`config.mk`:
```
export PLATFORM = sky130hd
export DESIGN_NAME = cc_interconnect
export DESIGN_NICKNAME = d
export VERILOG_FILES = /design/src/cc_pkg.sv /design/src/offload_slice.sv /design/src/offload_demux.sv /design/src/offload_arbiter.sv /design/src/data_router.sv /design/src/cc_interconnect.sv
export SDC_FILE = /design/constraint.sdc
export NUM_CORES = 1
export LEC_CHECK = 0
export BUFFER_PORTS_ARGS = -buffer_cell sky130_fd_sc_hd__buf_4
export CAP_MARGIN = 25
export CORE_ASPECT_RATIO = 0.7
export CORE_MARGIN = 2
export CORE_UTILIZATION = 30
export DETAILED_ROUTE_END_ITERATION = 7
export PLACE_DENSITY_LB_ADDON = 0.3
export SYNTH_ARGS = -nofsm -noshare
export SYNTH_HDL_FRONTEND = slang
export SYNTH_HIERARCHICAL = 1
export SYNTH_SLANG_ARGS = --single-unit
export TNS_END_PERCENT = 100
```
`constraint.sdc`:
```
create_clock -name clk_i -period 7.4 [get_ports clk_i]
set_clock_uncertainty 0.2 [all_clocks]
set_input_delay 0.37 -clock clk_i [delete_from_list [all_inputs] [get_ports clk_i]]
set_output_delay 0.37 -clock clk_i [all_outputs]
set_load 0.01 [all_outputs]
```
`src/cc_pkg.sv`:
```
// ------------------------------
// Core complex interconnect package
// Widths, offload request/response and data request/response structs
// ------------------------------

package cc_pkg;

  // ------------------------------
  // Widths
  // ------------------------------
  localparam int unsigned AddrWidth   = 32;
  localparam int unsigned DataWidth   = 32;
  localparam int unsigned StrbWidth   = DataWidth / 8;
  // Destination register tag
  localparam int unsigned IdWidth     = 5;
  // Port select, at most 8 accelerator ports
  localparam int unsigned AccSelWidth = 3;

  // ------------------------------
  // Offload channel
  // ------------------------------
  typedef struct packed {
    logic [AccSelWidth-1:0] sel;
    logic [IdWidth-1:0]     id;
    logic [31:0]            data_op;
    logic [DataWidth-1:0]   data_arga;
    logic [DataWidth-1:0]   data_argb;
  } acc_req_t;

  typedef struct packed {
    logic [IdWidth-1:0]   id;
    logic [DataWidth-1:0] data;
    logic                 error;
  } acc_rsp_t;

  // ------------------------------
  // Data channel
  // ------------------------------
  typedef struct packed {
    logic [AddrWidth-1:0] addr;
    logic [DataWidth-1:0] wdata;
    logic                 write;
    logic [StrbWidth-1:0] strb;
  } data_req_t;

  typedef struct packed {
    logic [DataWidth-1:0] rdata;
    logic                 error;
  } data_rsp_t;

endpackage

```
`src/offload_slice.sv`:
```
// ------------------------------
// Two-entry valid/ready register slice
// Generic payload, registered ready towards the source
// ------------------------------

`timescale 1ns/1ps

module offload_slice #(
  parameter type T = logic
) (
  input  logic clk_i,
  input  logic rst_ni,
  // Source side
  input  T     in_i,
  input  logic in_valid_i,
  output logic in_ready_o,
  // Sink side
  output T     out_o,
  output logic out_valid_o,
  input  logic out_ready_i
);

  logic [1:0] count_q;
  logic       wr_ptr_q;
  logic       rd_ptr_q;
  logic       push;
  logic       pop;
  T           mem_q [2];

  // Ready only depends on the fill level, so no combinational ready path
  assign in_ready_o  = (count_q != 2'd2);
  assign out_valid_o = (count_q != 2'd0);
  assign out_o       = mem_q[rd_ptr_q];

  assign push = in_valid_i & in_ready_o;
  assign pop  = out_valid_o & out_ready_i;

  // ------------------------------
  // Control state
  // ------------------------------
  always_ff @(posedge clk_i) begin
    if (rst_ni) begin
      count_q  <= 2'd0;
      wr_ptr_q <= 1'b0;
      rd_ptr_q <= 1'b0;
    end else begin
      if (push) begin
        wr_ptr_q <= ~wr_ptr_q;
      end
      if (pop) begin
        rd_ptr_q <= ~rd_ptr_q;
      end
      case ({push, pop})
        2'b10:   count_q <= count_q + 2'd1;
        2'b01:   count_q <= count_q - 2'd1;
        default: count_q <= count_q;
      endcase
    end
  end

  // Payload storage
  always_ff @(posedge clk_i) begin
    if (push) begin
      mem_q[wr_ptr_q] <= in_i;
    end
  end

  // A stalled output keeps its valid and its payload
  assert property (@(posedge clk_i) disable iff (rst_ni)
    out_valid_o && !out_ready_i |=> out_valid_o && $stable(out_o));

endmodule

```
`src/offload_demux.sv`:
```
// ------------------------------
// Offload request demux
// Steers one request stream to an accelerator port by its select field
// ------------------------------

`timescale 1ns/1ps

module offload_demux import cc_pkg::*; #(
  parameter int unsigned NumAccPorts = 4
) (
  // Request from the core side
  input  acc_req_t               req_i,
  input  logic                   req_valid_i,
  output logic                   req_ready_o,
  // Accelerator ports
  output acc_req_t               acc_q_o,
  output logic [NumAccPorts-1:0] acc_qvalid_o,
  input  logic [NumAccPorts-1:0] acc_qready_i
);

  logic sel_in_range;

  // Shared payload, only the valid is steered
  assign acc_q_o = req_i;

  assign sel_in_range = (32'(req_i.sel) < NumAccPorts);

  // One-hot valid from sel
  always_comb begin
    acc_qvalid_o = '0;
    for (int unsigned i = 0; i < NumAccPorts; i++) begin
      if (32'(req_i.sel) == i) begin
        acc_qvalid_o[i] = req_valid_i;
      end
    end
  end

  // Ready of the selected port, low for an unmapped select
  always_comb begin
    req_ready_o = 1'b0;
    for (int unsigned i = 0; i < NumAccPorts; i++) begin
      if (32'(req_i.sel) == i) begin
        req_ready_o = acc_qready_i[i];
      end
    end
  end

  // Requests to a non-existent port would stall forever
  always_comb begin
    if (req_valid_i) begin
      assert final (sel_in_range)
        else $error("offload select %0d beyond %0d ports", req_i.sel, NumAccPorts);
    end
  end

endmodule

```
`src/offload_arbiter.sv`:
```
// ------------------------------
// Round-robin merge of accelerator responses
// Holds the grant until the response is taken
// ------------------------------

`timescale 1ns/1ps

module offload_arbiter import cc_pkg::*; #(
  parameter int unsigned NumAccPorts = 4
) (
  input  logic                             clk_i,
  input  logic                             rst_ni,
  // Per-port responses
  input  acc_rsp_t [NumAccPorts-1:0]       rsp_i,
  input  logic     [NumAccPorts-1:0]       rsp_valid_i,
  output logic     [NumAccPorts-1:0]       rsp_ready_o,
  // Merged stream to the core
  output acc_rsp_t                         rsp_o,
  output logic                             rsp_valid_o,
  input  logic                             rsp_ready_i
);

  localparam int unsigned IdxWidth = (NumAccPorts > 1) ? $clog2(NumAccPorts) : 1;

  typedef logic [IdxWidth-1:0] idx_t;

  idx_t last_q;
  idx_t lock_idx_q;
  logic lock_q;
  idx_t gnt_idx;
  logic gnt_valid;
  logic xfer;

  // ------------------------------
  // Grant selection
  // ------------------------------
  always_comb begin
    int unsigned cand;
    cand      = 0;
    gnt_idx   = lock_idx_q;
    gnt_valid = 1'b0;
    if (lock_q) begin
      gnt_valid = rsp_valid_i[lock_idx_q];
    end else begin
      // Search starts one past the last granted port
      for (int unsigned i = 1; i <= NumAccPorts; i++) begin
        cand = (32'(last_q) + i) % NumAccPorts;
        if (!gnt_valid && rsp_valid_i[cand]) begin
          gnt_valid = 1'b1;
          gnt_idx   = idx_t'(cand);
        end
      end
    end
  end

  assign rsp_valid_o = gnt_valid;
  assign rsp_o       = rsp_i[gnt_idx];
  assign xfer        = gnt_valid & rsp_ready_i;

  always_comb begin
    rsp_ready_o          = '0;
    rsp_ready_o[gnt_idx] = xfer;
  end

  // Pointer moves on transfer and the lock holds a stalled grant
  always_ff @(posedge clk_i) begin
    if (rst_ni) begin
      last_q     <= idx_t'(NumAccPorts - 1);
      lock_idx_q <= '0;
      lock_q     <= 1'b0;
    end else if (xfer) begin
      last_q <= gnt_idx;
      lock_q <= 1'b0;
    end else if (gnt_valid) begin
      lock_q     <= 1'b1;
      lock_idx_q <= gnt_idx;
    end
  end

  // A stalled grant keeps the same response on the output
  assert property (@(posedge clk_i) disable iff (rst_ni)
    rsp_valid_o && !rsp_ready_i |=> rsp_valid_o && $stable(rsp_o));

endmodule

```
`src/data_router.sv`:
```
// ------------------------------
// Data request router between the TCDM window and SoC
// In-order response return through a FIFO of port selects
// ------------------------------

`timescale 1ns/1ps

module data_router import cc_pkg::*; #(
  parameter int unsigned TcdmAddrWidth = 12,
  parameter int unsigned DataRespDepth = 4
) (
  input  logic                 clk_i,
  input  logic                 rst_ni,
  input  logic [AddrWidth-1:0] tcdm_addr_base_i,
  // Core data port
  input  data_req_t            data_req_i,
  input  logic                 data_req_valid_i,
  output logic                 data_req_ready_o,
  output data_rsp_t            data_rsp_o,
  output logic                 data_rsp_valid_o,
  input  logic                 data_rsp_ready_i,
  // TCDM port
  output data_req_t            tcdm_req_o,
  output logic                 tcdm_req_valid_o,
  input  logic                 tcdm_req_ready_i,
  input  data_rsp_t            tcdm_rsp_i,
  input  logic                 tcdm_rsp_valid_i,
  output logic                 tcdm_rsp_ready_o,
  // SoC port
  output data_req_t            soc_req_o,
  output logic                 soc_req_valid_o,
  input  logic                 soc_req_ready_i,
  input  data_rsp_t            soc_rsp_i,
  input  logic                 soc_rsp_valid_i,
  output logic                 soc_rsp_ready_o
);

  localparam int unsigned PtrWidth = (DataRespDepth > 1) ? $clog2(DataRespDepth) : 1;
  localparam int unsigned CntWidth = $clog2(DataRespDepth + 1);

  logic [DataRespDepth-1:0] sel_q;
  logic [PtrWidth-1:0]      wr_ptr_q;
  logic [PtrWidth-1:0]      rd_ptr_q;
  logic [CntWidth-1:0]      count_q;
  logic                     fifo_full;
  logic                     fifo_empty;
  logic                     is_tcdm;
  logic                     head_tcdm;
  logic                     push;
  logic                     pop;

  // ------------------------------
  // Request path
  // ------------------------------
  // Naturally aligned window compared above the TCDM offset bits
  assign is_tcdm = (data_req_i.addr[AddrWidth-1:TcdmAddrWidth] ==
                    tcdm_addr_base_i[AddrWidth-1:TcdmAddrWidth]);

  assign tcdm_req_o       = data_req_i;
  assign soc_req_o        = data_req_i;
  assign tcdm_req_valid_o = data_req_valid_i & is_tcdm & ~fifo_full;
  assign soc_req_valid_o  = data_req_valid_i & ~is_tcdm & ~fifo_full;
  assign data_req_ready_o = ~fifo_full & (is_tcdm ? tcdm_req_ready_i : soc_req_ready_i);

  // ------------------------------
  // Response path
  // ------------------------------
  assign fifo_full  = (count_q == CntWidth'(DataRespDepth));
  assign fifo_empty = (count_q == '0);
  assign head_tcdm  = sel_q[rd_ptr_q];

  // Only the port at the head may answer
  assign data_rsp_o       = head_tcdm ? tcdm_rsp_i : soc_rsp_i;
  assign data_rsp_valid_o = ~fifo_empty & (head_tcdm ? tcdm_rsp_valid_i : soc_rsp_valid_i);
  assign tcdm_rsp_ready_o = ~fifo_empty & head_tcdm & data_rsp_ready_i;
  assign soc_rsp_ready_o  = ~fifo_empty & ~head_tcdm & data_rsp_ready_i;

  assign push = data_req_valid_i & data_req_ready_o;
  assign pop  = data_rsp_valid_o & data_rsp_ready_i;

  always_ff @(posedge clk_i) begin
    if (rst_ni) begin
      wr_ptr_q <= '0;
      rd_ptr_q <= '0;
      count_q  <= '0;
    end else begin
      if (push) begin
        wr_ptr_q <= (wr_ptr_q == PtrWidth'(DataRespDepth - 1)) ? '0 : wr_ptr_q + 1'b1;
      end
      if (pop) begin
        rd_ptr_q <= (rd_ptr_q == PtrWidth'(DataRespDepth - 1)) ? '0 : rd_ptr_q + 1'b1;
      end
      if (push && !pop) begin
        count_q <= count_q + 1'b1;
      end else if (pop && !push) begin
        count_q <= count_q - 1'b1;
      end
    end
  end

  // 1 marks an outstanding TCDM access
  always_ff @(posedge clk_i) begin
    if (push) begin
      sel_q[wr_ptr_q] <= is_tcdm;
    end
  end

  // A memory answers only while an access is outstanding
  assert property (@(posedge clk_i) disable iff (rst_ni)
    (tcdm_rsp_valid_i || soc_rsp_valid_i) |-> !fifo_empty);

endmodule

```
`src/cc_interconnect.sv`:
```
// ------------------------------
// Core complex interconnect top
// Offload request cut, demux, response slices, arbiter, data router
// ------------------------------

`timescale 1ns/1ps

module cc_interconnect import cc_pkg::*; #(
  parameter int unsigned NumAccPorts   = 4,
  parameter int unsigned TcdmAddrWidth = 12,
  parameter int unsigned DataRespDepth = 4
) (
  input  logic                       clk_i,
  input  logic                       rst_ni,
  // Offload port from the core
  input  acc_req_t                   offload_req_i,
  input  logic                       offload_req_valid_i,
  output logic                       offload_req_ready_o,
  output acc_rsp_t                   offload_rsp_o,
  output logic                       offload_rsp_valid_o,
  input  logic                       offload_rsp_ready_i,
  // Accelerator ports
  output acc_req_t                   acc_q_o,
  output logic     [NumAccPorts-1:0] acc_qvalid_o,
  input  logic     [NumAccPorts-1:0] acc_qready_i,
  input  acc_rsp_t [NumAccPorts-1:0] acc_p_i,
  input  logic     [NumAccPorts-1:0] acc_pvalid_i,
  output logic     [NumAccPorts-1:0] acc_pready_o,
  // Data ports
  input  logic [AddrWidth-1:0]       tcdm_addr_base_i,
  input  data_req_t                  data_req_i,
  input  logic                       data_req_valid_i,
  output logic                       data_req_ready_o,
  output data_rsp_t                  data_rsp_o,
  output logic                       data_rsp_valid_o,
  input  logic                       data_rsp_ready_i,
  output data_req_t                  tcdm_req_o,
  output logic                       tcdm_req_valid_o,
  input  logic                       tcdm_req_ready_i,
  input  data_rsp_t                  tcdm_rsp_i,
  input  logic                       tcdm_rsp_valid_i,
  output logic                       tcdm_rsp_ready_o,
  output data_req_t                  soc_req_o,
  output logic                       soc_req_valid_o,
  input  logic                       soc_req_ready_i,
  input  data_rsp_t                  soc_rsp_i,
  input  logic                       soc_rsp_valid_i,
  output logic                       soc_rsp_ready_o
);

  acc_req_t                   req_q;
  logic                       req_q_valid;
  logic                       req_q_ready;
  acc_rsp_t [NumAccPorts-1:0] rsp_q;
  logic     [NumAccPorts-1:0] rsp_q_valid;
  logic     [NumAccPorts-1:0] rsp_q_ready;

  // ------------------------------
  // Offload request path
  // ------------------------------
  offload_slice #(
    .T (acc_req_t)
  ) i_req_slice (
    .clk_i       (clk_i),
    .rst_ni      (rst_ni),
    .in_i        (offload_req_i),
    .in_valid_i  (offload_req_valid_i),
    .in_ready_o  (offload_req_ready_o),
    .out_o       (req_q),
    .out_valid_o (req_q_valid),
    .out_ready_i (req_q_ready)
  );

  offload_demux #(
    .NumAccPorts (NumAccPorts)
  ) i_demux (
    .req_i        (req_q),
    .req_valid_i  (req_q_valid),
    .req_ready_o  (req_q_ready),
    .acc_q_o      (acc_q_o),
    .acc_qvalid_o (acc_qvalid_o),
    .acc_qready_i (acc_qready_i)
  );

  // ------------------------------
  // Offload response path
  // ------------------------------
  // One slice per accelerator before the merge
  for (genvar i = 0; i < NumAccPorts; i++) begin : gen_rsp_slice
    offload_slice #(
      .T (acc_rsp_t)
    ) i_rsp_slice (
      .clk_i       (clk_i),
      .rst_ni      (rst_ni),
      .in_i        (acc_p_i[i]),
      .in_valid_i  (acc_pvalid_i[i]),
      .in_ready_o  (acc_pready_o[i]),
      .out_o       (rsp_q[i]),
      .out_valid_o (rsp_q_valid[i]),
      .out_ready_i (rsp_q_ready[i])
    );
  end

  offload_arbiter #(
    .NumAccPorts (NumAccPorts)
  ) i_arbiter (
    .clk_i       (clk_i),
    .rst_ni      (rst_ni),
    .rsp_i       (rsp_q),
    .rsp_valid_i (rsp_q_valid),
    .rsp_ready_o (rsp_q_ready),
    .rsp_o       (offload_rsp_o),
    .rsp_valid_o (offload_rsp_valid_o),
    .rsp_ready_i (offload_rsp_ready_i)
  );

  // ------------------------------
  // Data path
  // ------------------------------
  data_router #(
    .TcdmAddrWidth (TcdmAddrWidth),
    .DataRespDepth (DataRespDepth)
  ) i_data_router (
    .clk_i            (clk_i),
    .rst_ni           (rst_ni),
    .tcdm_addr_base_i (tcdm_addr_base_i),
    .data_req_i       (data_req_i),
    .data_req_valid_i (data_req_valid_i),
    .data_req_ready_o (data_req_ready_o),
    .data_rsp_o       (data_rsp_o),
    .data_rsp_valid_o (data_rsp_valid_o),
    .data_rsp_ready_i (data_rsp_ready_i),
    .tcdm_req_o       (tcdm_req_o),
    .tcdm_req_valid_o (tcdm_req_valid_o),
    .tcdm_req_ready_i (tcdm_req_ready_i),
    .tcdm_rsp_i       (tcdm_rsp_i),
    .tcdm_rsp_valid_i (tcdm_rsp_valid_i),
    .tcdm_rsp_ready_o (tcdm_rsp_ready_o),
    .soc_req_o        (soc_req_o),
    .soc_req_valid_o  (soc_req_valid_o),
    .soc_req_ready_i  (soc_req_ready_i),
    .soc_rsp_i        (soc_rsp_i),
    .soc_rsp_valid_i  (soc_rsp_valid_i),
    .soc_rsp_ready_o  (soc_rsp_ready_o)
  );

endmodule

```
==> run_results.csv <==
group,metric,value,unit
status,status,"finished clean",
clock_tree,postCtsSetupRepairBufs,0,
detailed_routing,drtPass1Iterations,5,
cells_and_area,fin_nets,2602,
detailed_routing,antenna_left,0,
placement,place_area,0.02843,mm^2
critical_path,crit_start,"gen_rsp_slice[3].i_rsp_slice/count_q[0]",
floorplan,die_area,0.08398,mm^2
clock_tree,cts_buffer_depth,3,
critical_path,cp_common_cell,"buf_4",
sta,setup_slack,2.931,ns
power,power_density,335.2,mW/mm^2
critical_path,cp_max_fo,41,
floorplan,ioPinCount,770,
power,p_comb_share,37.6,%
synth,yosys-top-cells-area,"edfxtp_1, mux2_2, buf_4, mux2i_1, dfxtp_1",
detailed_routing,wl_per_cell,19.89,um
power,internal_power,7.502,mW
sta,finalCritPeriodShare,60.40,%
clock_tree,cts_resized,0,
critical_path,critPathBufInv,2,
synth,avgSynthCellArea,16.47,um^2
placement,dpl_worst_slack,3.267,ns
sta,setup_violations,0,
power,p_leak,12.38,nW
placement,portBuffers,610,
critical_path,endpoint_kind,"primary output",
detailed_routing,vias_per_cell,4.367,
placement,gp_congestion,0.7745,
power,switching_share,32.17,%
synth,synthArstFlopShare,0,%
detailed_routing,route.detailed.drc,0,
global_routing,grt_usage,15.00,%
floorplan,dieHeight,243.1,um
global_routing,grt-ovfl-total,0,
critical_path,crit_arrival,3.90,ns
critical_path,cp_slowest_cell,"buf_4",
power,switchingPower,3.559,mW
clock_tree,clkTransAtPathRegs,0.07,ns
clock_tree,cts_made_buffers,57,
power,peakVddDrop,0.0003674,V
cells_and_area,area_delta_synth_final,34.71,%
synth,seq_area_frac_synth,66.29,%
power,seqPwrFrac,36.4,%
sta,drv_slew,0,
critical_path,cp_data_required_time,6.83,ns
synth,yosys-top-cells-count,"edfxtp_1, mux2_2, buf_4",
synth,syn-instance-count,1487,
flow_run,drv_cap,0,
floorplan,core,0.08066,mm^2
synth,yosysTopAreaCellShare,63.26,%
sta,fin_setup_tns,0,ns
synth,yosysMostFrequentCell,"edfxtp_1",
clock_tree,root_buffer,"clkbuf_16",
critical_path,worstPathCellList,"or2_2 > or3b_1 > a2111o_1 > nand3_1 > nor3_1 > o31ai_4 > buf_4 > mux2i_1 > buf_4",
synth,yosys_warnings,6,
synth,yosysUniqueCellTypes,49,
sta,rsz0062_at_grt,"no",
critical_path,path_class,"register to primary output",
clock_tree,cts_tree,"built",
sta,timing.fmax,223.7,MHz
global_routing,grt_max_degree,83,
critical_path,start_kind,"register",
critical_path,rrSetupSlack,3.27,ns
cells_and_area,n_fill_cell,7343,
detailed_routing,first_iter_violations,780,
hold_path,hold_start,"soc_rsp_valid_i",
clock_tree,clock_latency,0.62,ns
synth,ys_seq_elements,553,
global_routing,grt_pass1_vias,15390,
synth,synth_area_leader_cell,"edfxtp_1",
synth,yosys_most_used_dff,"edfxtp_1",
hold_path,hold_path.class,"input port to register",
cells_and_area,drive_gt1_share,47.35,%
cells_and_area,stdcell_area,0.03299,mm^2
sta,min_period,4.469,ns
synth,netlist_area,0.02449,mm^2
sta,hold_violations,0,
global_routing,grt_pass1_wl,95.46,mm
critical_path,critical-path-top-delay-family,"simple AND/OR/NAND/NOR gates",
global_routing,antenna_found_initial,13,
synth,synthesis.nets,1940,
clock_tree,htreeDepth,2,
floorplan,start_util,30.36,%
placement,dpl.hpwl,42.56,mm
power,clkPwrFrac,26.0,%
floorplan,rows,87,
critical_path,max_stage_delay,0.74,ns
critical_path,timing.rr.start,"gen_rsp_slice[3].i_rsp_slice/count_q[0]",
synth,synth_edf_count,516,
sta,relSlewSlack,33.66,%
detailed_routing,vias,14260,
detailed_routing,routed_wl,64.95,mm
floorplan,die_x,345.5,um
sta,worst_slew_pin_slew,0.9951,ns
clock_tree,cts_sinks,553,
-- cells in the final DEF (no fill, tap or decap), drive strengths merged, types with 4 or more instances in the layout --
| cell type | instances |
|---|---|
| nor3 | 6 |
| xnor2 | 18 |
| xor2 | 19 |
| nor4 | 6 |
| o21ai | 7 |
| a21bo | 5 |
| mux2i | 122 |
| ha | 11 |
| dlygate4sd3 | 268 |
| nand2b | 12 |
| dfxtp | 37 |
| or2 | 5 |
| diode | 5 |
| nand4 | 4 |
| and2 | 5 |
| mux2 | 291 |
| or3 | 6 |
| mux4 | 4 |
| buf | 628 |
| bufinv | 6 |
| edfxtp | 516 |
| nand3b | 8 |
| inv | 16 |
| o21a | 6 |
| nand2 | 12 |
| and3 | 5 |
| clkbuf | 69 |
| a21oi | 16 |
| nor2 | 33 |
| clkinv | 22 |
-- registers in the layout (all words and copies together), names as in the netlist, named ones only --
name,cells
i_req_slice/wr_ptr_q,1
gen_rsp_slice.i_rsp_slice/count_q,8
i_req_slice/rd_ptr_q,1
i_arbiter/lock_q,1
i_arbiter/lock_idx_q,2
gen_rsp_slice.i_rsp_slice/mem_q,304
i_req_slice/mem_q,208
i_data_router/count_q,3
i_req_slice/count_q,2
gen_rsp_slice.i_rsp_slice/rd_ptr_q,4
i_arbiter/last_q,2
gen_rsp_slice.i_rsp_slice/wr_ptr_q,4
i_data_router/sel_q,4
i_data_router/rd_ptr_q,2
i_data_router/wr_ptr_q,2
-- stage by stage --
stage | total power [mW] | instances | hold WS, ns | utilization (%)
detailed placement | 8.157 | 2889 | 0.2974 | 35.24
CTS | 11.21 | 3259 | 0.01383 | 40.86
global route | 11.61 | 3263 | 0.08764 | 40.90
global placement | 8.109 | 2889 | 0.2909 | 35.24
floorplan | 6.721 | 1487 | 0.2391 | -
finish | 11.06 | 3265 | 0.05740 | 40.90
-- kinds of logic after synthesis --
| family | count (synthesis) | share of synthesized area, % |
|---|---|---|
| fa+ha+maj | 12 | 0.6437 |
| xor+xnor | 37 | 1.323 |
| compound gates | 45 | 1.282 |
| simple gates | 118 | 2.748 |
| flops | 553 | 66.29 |
| mux | 417 | 18.73 |
| buf+inv | 305 | 8.981 |
-- worst register-to-register path, stage by stage (launching register included) --
cell      delay, ns
dfxtp_1        0.35
or2_2          0.40
or3b_1         0.38
a2111o_1       0.42
nand3_1        0.11
nor3_1         0.09
o31ai_4        0.24
buf_4          0.74
nor3_1         0.16
o21a_1         0.18
ha_1           0.32
or3_1          0.35
a21oi_1        0.15
-- worst paths after layout --
| check | end | cells past startpoint |
|---|---|---|
| worst max register to register | gen_rsp_slice[0].i_rsp_slice/count_q[1] | 12 |
| worst min register to register | register | 2 |
| worst min-delay path | i_data_router/rd_ptr_q[0] | 5 |
| worst max-delay path | offload_rsp_o[10] | 9 |
-- layout make-up --
cell class	instances	area [um^2]	share of cell area (%)
diodes	5	12.51	0.03792
clock buffers	69	1471	4.460
clock inverters	33	371.6	1.126
inverters	12	47.55	0.1441
multi-input cells	629	6081	18.43
flip-flops and latches	553	16240	49.23
well taps	1068	1336	4.050
repair buffers	896	7430	22.52
-- power by group through the flow --
stage / logic (mW) / clock network [mW] / registers (mW)
after floorplan: 2.68 / 0 / 4.04
after global placement: 4.04 / 0 / 4.07
after detailed placement: 4.06 / 0 / 4.10
after CTS: 4.21 / 2.96 / 4.03
after global routing: 4.45 / 3.09 / 4.07
final: 4.16 / 2.87 / 4.03
-- what timing repair did --
action,in CTS,in global routing
setup endpoints to repair,0,0
hold buffers,268,0
endpoints found under the hold margin,542,0
-- metal layers --
| metal | global-route usage, % | vias up | wire length [um] |
|---|---|---|---|
| li1 | - | 6656 | - |
| met2 | 24.46 | 409 | 30850 |
| met5 | 0 | - | 92 |
| met1 | 19.89 | 7100 | 28970 |
| met3 | 4.154 | 78 | 3922 |
| met4 | 3.251 | 14 | 1108 |
(Power assumes the default switching activity.)
